### config.mk
export PLATFORM = sky130hd
export DESIGN_NAME = fp_add
export DESIGN_NICKNAME = d
export VERILOG_FILES = /design/src/verilog/fp_add_pkg.sv /design/src/verilog/fp_add.sv /design/src/verilog/fp_round.sv /design/src/verilog/fp_normalize.sv /design/src/verilog/fp_mant_add.sv /design/src/verilog/fp_align.sv /design/src/verilog/fp_lzc.sv
export SDC_FILE = /design/constraint.sdc
export NUM_CORES = 1
export LEC_CHECK = 0
export CORE_AREA = 2 2 242 244
export DETAILED_ROUTE_END_ITERATION = 10
export DIE_AREA = 0 0 244 246
export DONT_BUFFER_PORTS = 1
export PLACE_DENSITY_LB_ADDON = 0.2
export SLEW_MARGIN = 20
export SYNTH_ARGS = -nofsm -noshare
export SYNTH_HDL_FRONTEND = slang
export SYNTH_SLANG_ARGS = --single-unit
### constraint.sdc
create_clock -name clk -period 10.9 [get_ports clk]
set_input_delay 1.09 -clock clk [delete_from_list [all_inputs] [get_ports clk]]
set_output_delay 1.09 -clock clk [all_outputs]
set_load 0.02 [all_outputs]
### src/verilog/fp_add_pkg.sv
`default_nettype none

package fp_add_pkg;

    // ieee single precision fields
    localparam int EXP_W   = 8;
    localparam int FRAC_W  = 23;

    // adder frame: 2 headroom bits, 24-bit significand, 23 extension bits
    localparam int ADD_W   = 2 * FRAC_W + 3;
    // leading-zero counter runs over the frame padded to a power of two
    localparam int LZC_W   = 1 << $clog2(ADD_W);
    localparam int SHIFT_W = $clog2(LZC_W) + 1;

    typedef struct packed {
        logic              sign;
        logic [EXP_W-1:0]  exp;
        logic [FRAC_W-1:0] frac;
    } fp_word_t;

    // which fraction operation the signs call for
    typedef enum logic [1:0] {
        OP_A_ADD_B,
        OP_A_SUB_B,
        OP_B_SUB_A
    } add_op_e;

    // after alignment, both fractions share the larger exponent
    typedef struct packed {
        logic              valid;
        add_op_e           op;
        logic [1:0]        sign_ab;
        logic [EXP_W-1:0]  exp;
        logic [ADD_W-1:0]  frac_a;
        logic [ADD_W-1:0]  frac_b;
    } align_t;

    // frac_sum is two's complement, msb is the sign
    typedef struct packed {
        logic              valid;
        logic [1:0]        sign_ab;
        logic [EXP_W-1:0]  exp;
        logic [ADD_W-1:0]  frac_sum;
    } sum_t;

    // normalized word plus the bits the rounder needs
    typedef struct packed {
        logic              valid;
        logic              sign;
        logic [EXP_W-1:0]  exp;
        logic [FRAC_W-1:0] frac;
        logic              lsb;
        logic              guard;
        logic              round;
        logic              sticky;
    } norm_t;

endpackage

`default_nettype wire
### src/verilog/fp_add.sv
`default_nettype none

// five-stage single-precision adder, one pair per clock
// result and ready follow a valid input by exactly 5 cycles
module fp_add
    import fp_add_pkg::*;
(
    input  logic     clk,
    input  logic     rstn,
    input  logic     valid,
    input  fp_word_t num_a,
    input  fp_word_t num_b,
    output fp_word_t result,
    output logic     ready
);

    // stage payloads, valid rides inside each struct
    align_t aligned;
    sum_t   sum;
    norm_t  norm;

    // stages 1 and 2
    fp_align u_align (
        .clk     (clk),
        .rstn    (rstn),
        .valid   (valid),
        .num_a   (num_a),
        .num_b   (num_b),
        .aligned (aligned)
    );

    // stage 3
    fp_mant_add u_mant_add (
        .clk     (clk),
        .rstn    (rstn),
        .aligned (aligned),
        .sum     (sum)
    );

    // stage 4
    fp_normalize u_normalize (
        .clk  (clk),
        .rstn (rstn),
        .sum  (sum),
        .norm (norm)
    );

    // stage 5, result word comes out already packed
    fp_round u_round (
        .clk    (clk),
        .rstn   (rstn),
        .norm   (norm),
        .result (result),
        .ready  (ready)
    );

endmodule

`default_nettype wire

### src/verilog/fp_round.sv
`default_nettype none

module fp_round
    import fp_add_pkg::*;
(
    input  logic     clk,
    input  logic     rstn,
    input  norm_t    norm,
    output fp_word_t result,
    output logic     ready
);

    logic            round_up;
    logic [FRAC_W:0] rounded;
    logic            carry;
    fp_word_t        word_d;

    ////////////////////////////////////////
    // stage 5: round to nearest even
    ////////////////////////////////////////

    // above half, or exactly half with an odd lsb
    assign round_up = norm.guard & (norm.lsb | norm.round | norm.sticky);

    // one spare bit on top catches the carry of an all-ones fraction
    assign rounded  = {1'b0, norm.frac} + {{FRAC_W{1'b0}}, round_up};
    assign carry    = rounded[FRAC_W];

    always_comb begin
        word_d.sign = norm.sign;
        // carry gives 10.0..0, shifted back to 1.0..0 the fraction is zero
        // and the exponent steps up by one
        word_d.frac = rounded[FRAC_W-1:0];
        word_d.exp  = norm.exp + EXP_W'(carry);
    end

    // result holds between pulses
    always_ff @(posedge clk or negedge rstn) begin
        if (!rstn) begin
            result <= '0;
            ready  <= 1'b0;
        end else begin
            ready <= norm.valid;
            if (norm.valid) begin
                result <= word_d;
            end
        end
    end

endmodule

`default_nettype wire

### src/verilog/fp_normalize.sv
`default_nettype none

module fp_normalize
    import fp_add_pkg::*;
(
    input  logic  clk,
    input  logic  rstn,
    input  sum_t  sum,
    output norm_t norm
);

    // lsb position once the leading one sits at ADD_W-2
    localparam int LSB_POS = ADD_W - FRAC_W - 2;

    logic               neg;
    logic [ADD_W-1:0]   mag;
    logic [LZC_W-1:0]   mag_pad;
    logic [SHIFT_W-1:0] lz;
    logic               clamp;
    logic [SHIFT_W-1:0] shift;
    logic [ADD_W-1:0]   shifted;
    norm_t              norm_d;

    ////////////////////////////////////////
    // stage 4: normalize
    ////////////////////////////////////////

    // magnitude of the two's complement sum
    assign neg     = sum.frac_sum[ADD_W-1];
    assign mag     = neg ? (~sum.frac_sum + ADD_W'(1)) : sum.frac_sum;
    assign mag_pad = {mag, {(LZC_W - ADD_W){1'b0}}};

    fp_lzc #(
        .WIDTH (LZC_W)
    ) u_lzc (
        .value (mag_pad),
        .count (lz)
    );

    // mag msb is always clear, so lz is at least 1
    // lz-1 at or past the exponent would go below exponent 1
    assign clamp   = EXP_W'(lz) > sum.exp;
    // on a clamp exp < lz, so it fits the shift width
    assign shift   = clamp ? SHIFT_W'(sum.exp) : (lz - SHIFT_W'(1));
    assign shifted = mag << shift;

    always_comb begin
        norm_d.valid  = sum.valid;
        // exponent 1 still shows its leading one, smaller means underflow
        if (mag == '0) begin
            norm_d.exp = '0;
        end else if (clamp) begin
            norm_d.exp = EXP_W'(shifted[ADD_W-2]);
        end else begin
            norm_d.exp = sum.exp + EXP_W'(1) - EXP_W'(shift);
        end
        // result sign from the operand signs and the sign of the difference
        case (sum.sign_ab)
            2'b00:   norm_d.sign = 1'b0;
            2'b11:   norm_d.sign = 1'b1;
            default: norm_d.sign = neg;
        endcase
        // fraction below the leading one, then the rounding bits
        norm_d.frac   = shifted[ADD_W-3 -: FRAC_W];
        norm_d.lsb    = shifted[LSB_POS];
        norm_d.guard  = shifted[LSB_POS-1];
        norm_d.round  = shifted[LSB_POS-2];
        norm_d.sticky = |shifted[LSB_POS-3:0];
    end

    always_ff @(posedge clk or negedge rstn) begin
        if (!rstn) begin
            norm <= '0;
        end else begin
            norm <= norm_d;
        end
    end

endmodule

`default_nettype wire

### src/verilog/fp_mant_add.sv
`default_nettype none

module fp_mant_add
    import fp_add_pkg::*;
(
    input  logic   clk,
    input  logic   rstn,
    input  align_t aligned,
    output sum_t   sum
);

    sum_t sum_d;

    ////////////////////////////////////////
    // stage 3: fraction add or subtract
    ////////////////////////////////////////

    always_comb begin
        sum_d.valid   = aligned.valid;
        sum_d.sign_ab = aligned.sign_ab;
        sum_d.exp     = aligned.exp;
        // top bit becomes the sign of a difference, next one holds an add carry
        case (aligned.op)
            OP_A_SUB_B: sum_d.frac_sum = aligned.frac_a - aligned.frac_b;
            OP_B_SUB_A: sum_d.frac_sum = aligned.frac_b - aligned.frac_a;
            default:    sum_d.frac_sum = aligned.frac_a + aligned.frac_b;
        endcase
    end

    always_ff @(posedge clk or negedge rstn) begin
        if (!rstn) begin
            sum <= '0;
        end else begin
            sum <= sum_d;
        end
    end

endmodule

`default_nettype wire

### src/verilog/fp_align.sv
`default_nettype none

module fp_align
    import fp_add_pkg::*;
(
    input  logic     clk,
    input  logic     rstn,
    input  logic     valid,
    input  fp_word_t num_a,
    input  fp_word_t num_b,
    output align_t   aligned
);

    // decoded operands held between the two stages
    typedef struct packed {
        logic              valid;
        logic              sign_a;
        logic              sign_b;
        logic [EXP_W-1:0]  exp_a;
        logic [EXP_W-1:0]  exp_b;
        logic [FRAC_W:0]   sig_a;
        logic [FRAC_W:0]   sig_b;
        logic [EXP_W-1:0]  diff_ab;
        logic [EXP_W-1:0]  diff_ba;
        logic              a_gt_b;
    } dec_t;

    dec_t             dec_d;
    dec_t             dec_q;
    align_t           align_d;
    logic [ADD_W-1:0] frame_a;
    logic [ADD_W-1:0] frame_b;
    logic [EXP_W-1:0] diff;

    ////////////////////////////////////////
    // stage 1: decode and exponent compare
    ////////////////////////////////////////

    always_comb begin
        dec_d.valid   = valid;
        dec_d.sign_a  = num_a.sign;
        dec_d.sign_b  = num_b.sign;
        dec_d.exp_a   = num_a.exp;
        dec_d.exp_b   = num_b.exp;
        // hidden bit only for a nonzero exponent
        dec_d.sig_a   = {|num_a.exp, num_a.frac};
        dec_d.sig_b   = {|num_b.exp, num_b.frac};
        // both differences up front, the compare picks one next cycle
        dec_d.diff_ab = num_a.exp - num_b.exp;
        dec_d.diff_ba = num_b.exp - num_a.exp;
        dec_d.a_gt_b  = num_a.exp > num_b.exp;
    end

    always_ff @(posedge clk or negedge rstn) begin
        if (!rstn) begin
            dec_q <= '0;
        end else begin
            dec_q <= dec_d;
        end
    end

    ////////////////////////////////////////
    // stage 2: alignment and operation
    ////////////////////////////////////////

    // place significands below the headroom, extension bits catch the shift
    assign frame_a = {2'b00, dec_q.sig_a, {FRAC_W{1'b0}}};
    assign frame_b = {2'b00, dec_q.sig_b, {FRAC_W{1'b0}}};
    assign diff    = dec_q.a_gt_b ? dec_q.diff_ab : dec_q.diff_ba;

    always_comb begin
        align_d.valid   = dec_q.valid;
        align_d.sign_ab = {dec_q.sign_a, dec_q.sign_b};
        // smaller exponent moves right, equal exponents leave both in place
        align_d.frac_a  = dec_q.a_gt_b ? frame_a : (frame_a >> diff);
        align_d.frac_b  = dec_q.a_gt_b ? (frame_b >> diff) : frame_b;
        align_d.exp     = dec_q.a_gt_b ? dec_q.exp_a : dec_q.exp_b;
        // same signs add magnitudes, otherwise positive minus negative
        case ({dec_q.sign_a, dec_q.sign_b})
            2'b01:   align_d.op = OP_A_SUB_B;
            2'b10:   align_d.op = OP_B_SUB_A;
            default: align_d.op = OP_A_ADD_B;
        endcase
    end

    always_ff @(posedge clk or negedge rstn) begin
        if (!rstn) begin
            aligned <= '0;
        end else begin
            aligned <= align_d;
        end
    end

endmodule

`default_nettype wire

### src/verilog/fp_lzc.sv
`default_nettype none

// leading-zero count, WIDTH must be a power of two
// count equals WIDTH when value is all zero
module fp_lzc
    import fp_add_pkg::*;
#(
    parameter int WIDTH = LZC_W
) (
    input  logic [WIDTH-1:0]        value,
    output logic [$clog2(WIDTH):0]  count
);

    localparam int CW = $clog2(WIDTH);

    generate
        if (WIDTH == 2) begin : g_leaf
            assign count = value[1] ? 2'd0 : (value[0] ? 2'd1 : 2'd2);
        end else begin : g_node
            localparam int HALF = WIDTH / 2;

            logic [CW-1:0] cnt_hi;
            logic [CW-1:0] cnt_lo;

            // split in halves, each half counts on its own
            fp_lzc #(.WIDTH(HALF)) u_hi (.value(value[WIDTH-1:HALF]), .count(cnt_hi));
            fp_lzc #(.WIDTH(HALF)) u_lo (.value(value[HALF-1:0]), .count(cnt_lo));

            // msb of a half count flags an all-zero half
            always_comb begin
                if (!cnt_hi[CW-1]) begin
                    count = {1'b0, cnt_hi};
                end else if (!cnt_lo[CW-1]) begin
                    // upper half empty, add HALF
                    count = {2'b01, cnt_lo[CW-2:0]};
                end else begin
                    count = {1'b1, {CW{1'b0}}};
                end
            end
        end
    endgenerate

endmodule

`default_nettype wire

# [Word-level counts from Yosys, hierarchy flattened]
# Index checks and enable logic that the tools add are counted.
[classes] add_sub_neg=11 magnitude_cmp=2 eq_ne=5 shift=3 muxes=111 bitwise_logic=4 reduce_logical=5
[ops] cell="49-bit 2-to-1 mux" n=3
[ops] cell="2-bit 2-to-1 mux" n=49
[ops] cell="49-bit one-hot mux with 2 select lines" n=1
[ops] cell="47-bit by 8-bit right shift with 49-bit output" n=2
[ops] cell="49-bit subtractor" n=2
[ops] cell="3-bit 2-to-1 mux" n=25
[ops] cell="4-bit 2-to-1 mux" n=13
[ops] cell="49-bit by 1-bit adder with 49-bit output (second input constant)" n=1
[ops] cell="49-bit adder" n=1
[ops] cell="49-bit logical NOT" n=1
[ops] cell="49-bit inverter" n=1
[ops] cell="49-bit by 7-bit left shift with 48-bit output" n=1
[ops] cell="5-bit 2-to-1 mux" n=7
[ops] cell="8-bit 2-to-1 mux" n=4
[ops] cell="23-bit by 1-bit adder with 24-bit output" n=1
[ops] cell="6-bit 2-to-1 mux" n=4
[ops] cell="22-bit OR reduction" n=1
[ops] cell="7-bit 2-to-1 mux" n=3
[ops] cell="8-bit OR reduction" n=2
[ops] cell="8-bit subtractor" n=2
[ops] cell="8-bit by 1-bit adder with 8-bit output" n=1
[ops] cell="8-bit by 1-bit adder with 8-bit output (second input constant)" n=1
[ops] cell="7-bit by 8-bit > comparator with 1-bit output" n=1
[ops] cell="8-bit > comparator" n=1
[ops] cell="other kinds (9)" n=13
[word_totals] ff_bits=325 inputBits=67 wordCells=173

# [Depth between registers and ports, before layout]
[logic_depth] ltp_word=19 ltp_mapped=40 ltp_nobuf=35

# [Hierarchy]
# From an unflattened synthesis, not the netlist that was laid out.
[hier_totals] hier_cells=3252 area_unflattened_um2=27630.2
[modules_own_cells] module="fp_align" n_inst=1 cells_each=935 area_each_um2=9575.4 seq_area_each_um2=4754.6
[modules_own_cells] module="fp_mant_add" n_inst=1 cells_each=1156 area_each_um2=8652.0 seq_area_each_um2=1501.4
[modules_own_cells] module="fp_normalize" n_inst=1 cells_each=757 area_each_um2=5763.0 seq_area_each_um2=900.9
[modules_own_cells] module="fp_round" n_inst=1 cells_each=189 area_each_um2=1773.0 seq_area_each_um2=825.8
[modules_own_cells] module="fp_lzc at u_normalize.u_lzc.g_node.u_hi.g_node.u_hi.g_node.u_hi.g_node.u_hi.g_node.u_hi ..." n_inst=32 cells_each=2 area_each_um2=17.5 seq_area_each_um2=0.0
[modules_own_cells] module="fp_lzc at u_normalize.u_lzc.g_node.u_hi.g_node.u_hi.g_node.u_hi.g_node.u_hi ..." n_inst=16 cells_each=4 area_each_um2=33.8 seq_area_each_um2=0.0
[modules_own_cells] module="fp_lzc at u_normalize.u_lzc.g_node.u_hi.g_node.u_hi.g_node.u_hi ..." n_inst=8 cells_each=5 area_each_um2=42.5 seq_area_each_um2=0.0
[modules_own_cells] module="fp_lzc at u_normalize.u_lzc.g_node.u_hi.g_node.u_hi ..." n_inst=4 cells_each=6 area_each_um2=53.8 seq_area_each_um2=0.0
[modules_own_cells] module="fp_lzc at u_normalize.u_lzc.g_node.u_hi ..." n_inst=2 cells_each=7 area_each_um2=65.1 seq_area_each_um2=0.0
[modules_own_cells] module="fp_lzc at u_normalize.u_lzc" n_inst=1 cells_each=9 area_each_um2=80.1 seq_area_each_um2=0.0

# [Worst setup path before layout]
# No wires, ideal clock.
[synth_timing] kind="register -> register" start="register u_mant_add.sum[0] (netlist name)" end="register u_normalize.norm[34] (netlist name)" t_arrival_ns=7.735 t_required_ns=10.776 path_slack_ns=3.041 stages_incl_launch_ff=39 n_path_buf=4 synth_period_minus_slack_ns=7.859 cell_sequence="dfrtp_1 clkbuf_1 inv_1 ha_1 or4b_4 buf_6 o41ai_1 xnor2_1 or4_1 or4_1 or4b_1 a21o_1 a311o_1 nand2_1 inv_1 ha_1 nor2b_1 o21a_1 (+3 left out) nand2_1 o211ai_1 o21ai_0 clkinv_1 buf_2 clkbuf_1 ha_1 inv_1 ha_1 inv_1 fa_1 nor2b_1 o21ai_0 nand2b_1 a21o_1 a21oi_1 xnor2_1 nor2_1"

==> results by group <==
Status
  – Outcome: finished, final reports clean

Final layout
  – Diode insertion count for antenna repair: 0
  – Proportion of layout cells with a drive suffix above 1: 7.72%
  – Final cell area excluding filler cells: between 20000 and 30000 µm²
  – Nets: ~3.1k
  – Area added between synthesis and finish: 7.24%
  – Number of inserted filler cells in the final layout: 5538
  – Post-layout util: 47.8%

Power and ir drop
  – Sequential share of power: between 20% and 30%
  – Logic pwr share: 64.7%
  – Total leakage power: 11.8 nW
  – Pwr Total: between 0.009 and 0.01 W
  – Switching share of power: approximately 50%
  – Power density cells: ~330 nW/µm²
  – Net switching component of the power: around 0.0045 W
  – Maximum ir drop on the vdd rail: ~290 µV
  – Clock share of power: between 10% and 20%
  – P_int: ~0.0045 W

Worst setup path
  – Data required time of the worst path: 11330 ps
  – Worst R2R Setup Slack: ~1800 ps
  – WS Path Type: reg -> reg
  – Largest driver fanout on the critical path: 26
  – Slowest CP cell: nor4_2
  – Slowest stage delay, CP: about 760 ps
  – Launching element type of the critical path: register
  – Count of buffer and inverter cells on the critical path: 2
  – Endpoint kind of the worst setup timing path: register
  – Worst path arrival time: about 9500 ps
  – Dominant delay contributor by cell family on the critical path: simple AND/OR/NAND/NOR gates

Logic synthesis
  – Number of synthesized flops with an enable pin: 0
  – Fraction of synthesized cell area in xor and xnor cells: 7.19%
  – Number of different library cells in the post-synthesis netlist: 94
  – Share of synthesized cell area in and, or, nand and nor gates: 17.6%
  – #FFs+latches synth: ~320
  – Area fraction in compound gates after synthesis: between 20% and 30%
  – Adder-Cell Fraction of Synth Area: just over 7%
  – Most common library cells after synthesis: dfrtp_1 (319), nor2_1 (313), a21oi_1 (218), nand2_1 (212), o21ai_0 (175)
  – Number of warnings printed during yosys synthesis: 0
  – Proportion of netlist area held by the largest area contributor: around 31%
  – Largest family of logic cells by synthesized area: compound AO/OA/AOI/OAI gates
  – Post-synth top flop: dfrtp_1
  – Share of synthesized area spent on multiplexers: around 12%
  – Leading area contributor after synthesis: dfrtp_1
  – Average cell area after synthesis: slightly below 9 µm²
  – Instance count of the mapped netlist: 2956
  – Proportion of register bits with asynchronous set or reset after synthesis: between 90% and 100%
  – Share of the yosys chip area belonging to registers: between 30% and 40%
  – Most used standard cell by instance count after synthesis: dfrtp_1
  – Net count after synthesis: about 3.2k
  – Total standard cell area after synthesis: roughly 26000 µm²
  – Most area-consuming cells after synthesis: dfrtp_1 (31%), ha_1 (6.8%), mux2i_1 (6.2%)

Placed design
  – Estimated wirelength of the detail-placed design: approximately 64000 µm
  – Number of I/O port buffers: 0
  – Final Wtd Congestion: 0.993
  – Instance area after placement: roughly 26000 µm²
  – Placement Setup Slack: about 2000 ps

STA
  – Final number of setup-violating endpoints: 0
  – Worst clock skew on the final layout: approximately 43 ps
  – Hold violation total from the final report: 0
  – Post-route clock period utilization: a little over four fifths
  – Tightest Pin Transition: roughly 1100 ps
  – Max-Slew Margin vs Limit: between 20% and 30%
  – Min cycle time layout: roughly 9100 ps
  – Final setup margin: between 1500 and 2000 ps
  – Final Max Slew Viols: 0
  – Maximum operating frequency: approximately 110 MHz
  – RSZ-0062 raised after global routing: no
  – Fin Setup TNS: 0 ps

GRT
  – Global router's overall resource usage: a little over a quarter
  – Largest net degree at the start of global routing: 320
  – Via count of the first global-routing pass: 21.7k
  – Aggregate global routing overflow: 0
  – Global-route wire length before repair: 128000 µm
  – Number of antenna violations at the first check in global routing: 2

Clock network
  – Count of hold-fix buffers inserted at cts: 0
  – Worst-skew pair later-pin latency: 600 ps
  – Clock edge transition at the registers on the reported setup and hold paths: roughly 60 ps
  – Maximum clock insertion buffer count: 3
  – H-tree depth: 2
  – Resized Gates After CTS: 0
  – CTS tree: yes
  – Post-CTS repair timing setup buffer count: 0
  – CTS Sinks: about 320
  – Root buffer selected by CTS: clkbuf_16
  – Number of buffers created by CTS: 38

Hold path
  – Kind of path behind the tightest hold check: in -> async

Route
  – Post-route DRC: 0
  – Average routed wire per standard cell: 22.7 µm
  – Violation count after the first detailed-routing iteration: 1897
  – ANT nets after route: 0
  – Total length of routed wires: between 80000 and 90000 µm
  – Per-cell via count in the routed design: ~6
  – Via count of the routed design: 22.4k
  – 1st-pass router iterations: 6

Flow run
  – Max capacitance violation total: 0

Die
  – DIE AREA: approximately 60000 µm²
  – Die Span Y: 246 µm
  – I/O pin count: 100
  – Core region area: 57400 µm²
  – Die boundary width: ~240 µm
  – Starting density of the core: 44.6%
  – Number of placement rows: 88
metal layers:
| metal | GRT usage, % | up-vias | share of wire (%) |
|---|---|---|---|
| met5 | 0 | - | 0 |
| met4 | 12.4 | 0 | 4.8 |
| met3 | 3.24 | 175 | 5.3 |
| met2 | 45.8 | 800 | 47 |
| met1 | 35.1 | 10927 | 43 |
| li1 | - | 10542 | - |
logic make-up after synthesis:
group / after synthesis
AND/OR/NAND/NOR: 942
buffers and inverters: 313
AO/OA/AOI/OAI: 790
multiplexers: 240
XOR/XNOR: 209
adder cells (fa/ha/maj): 143
flip-flops: 319
layout by cell type (no fill, tap or decap), types with 25 or more instances in the layout:
master,instances
a21oi_1,218
nand2_1,212
o22ai_1,28
mux2_2,35
clkbuf_16,38
nor4_1,35
ha_1,138
nand3_1,90
o41ai_1,25
nand2b_1,44
nor2b_1,35
and3_1,30
dfrtp_1,315
inv_1,146
mux4_2,40
xor2_1,88
nand4_1,31
nor3_1,50
nor2_1,313
buf_4,30
a21o_1,51
a31oi_1,30
o21ai_0,174
mux2i_1,153
xnor2_1,120
or3_1,36
a211oi_1,33
flip-flops by register name (all words and copies together) (netlist names):
register	flops
u_align.align_d	3
u_round.result	32
u_align.aligned	107
u_align.dec_q	80
u_mant_add.sum	60
u_round.ready	1
u_normalize.norm	36
per-stage QoR:
stage	hold slack, ps	std cells
2_1_floorplan	331	2956
3_3_place_gp	335	3587
3_5_place_dp	335	3587
4_1_cts	187	3655
5_1_grt	202	3655
6_report	225	3655
final timing paths:
check                           cells past startpoint                            from                             end
worst max register to register                     28    u_mant_add.sum[20]$_DFF_PN0_   u_normalize.norm[0]$_DFF_PN0_
worst min-delay path                                0                            rstn  u_round.result[16]$_DFFE_PN0P_
worst min register to register                      0  u_align.aligned[110]$_DFF_PN0_    u_mant_add.sum[59]$_DFF_PN0_
max in group asynchronous                           0                            rstn  u_align.aligned[109]$_DFF_PN0_
worst max-delay path                               28    u_mant_add.sum[20]$_DFF_PN0_   u_normalize.norm[0]$_DFF_PN0_
min in group clk                                    0  u_align.aligned[110]$_DFF_PN0_    u_mant_add.sum[59]$_DFF_PN0_
power groups by stage:
stage	logic [W]	registers (W)	clock network, W
after floorplan	0.00449	0.00171	0
after global placement	0.00577	0.00187	0
after detailed placement	0.00578	0.00189	0
after CTS	0.00581	0.00187	0.00136
after global routing	0.00638	0.00191	0.00141
final	0.00587	0.00187	0.00133
layout make-up:
cell class              instances  area (µm²)  area share, %
inverters                     149         559           2.04
repair buffers                 30         225          0.821
clock inverters                18         275           1.00
flip-flops and latches        319        7990           29.1
clock buffers                  50        1060           3.85
multi-input cells            2324       16400           59.7
well taps                     765         957           3.49
No activity file was read; power rests on OpenSTA's default activity.
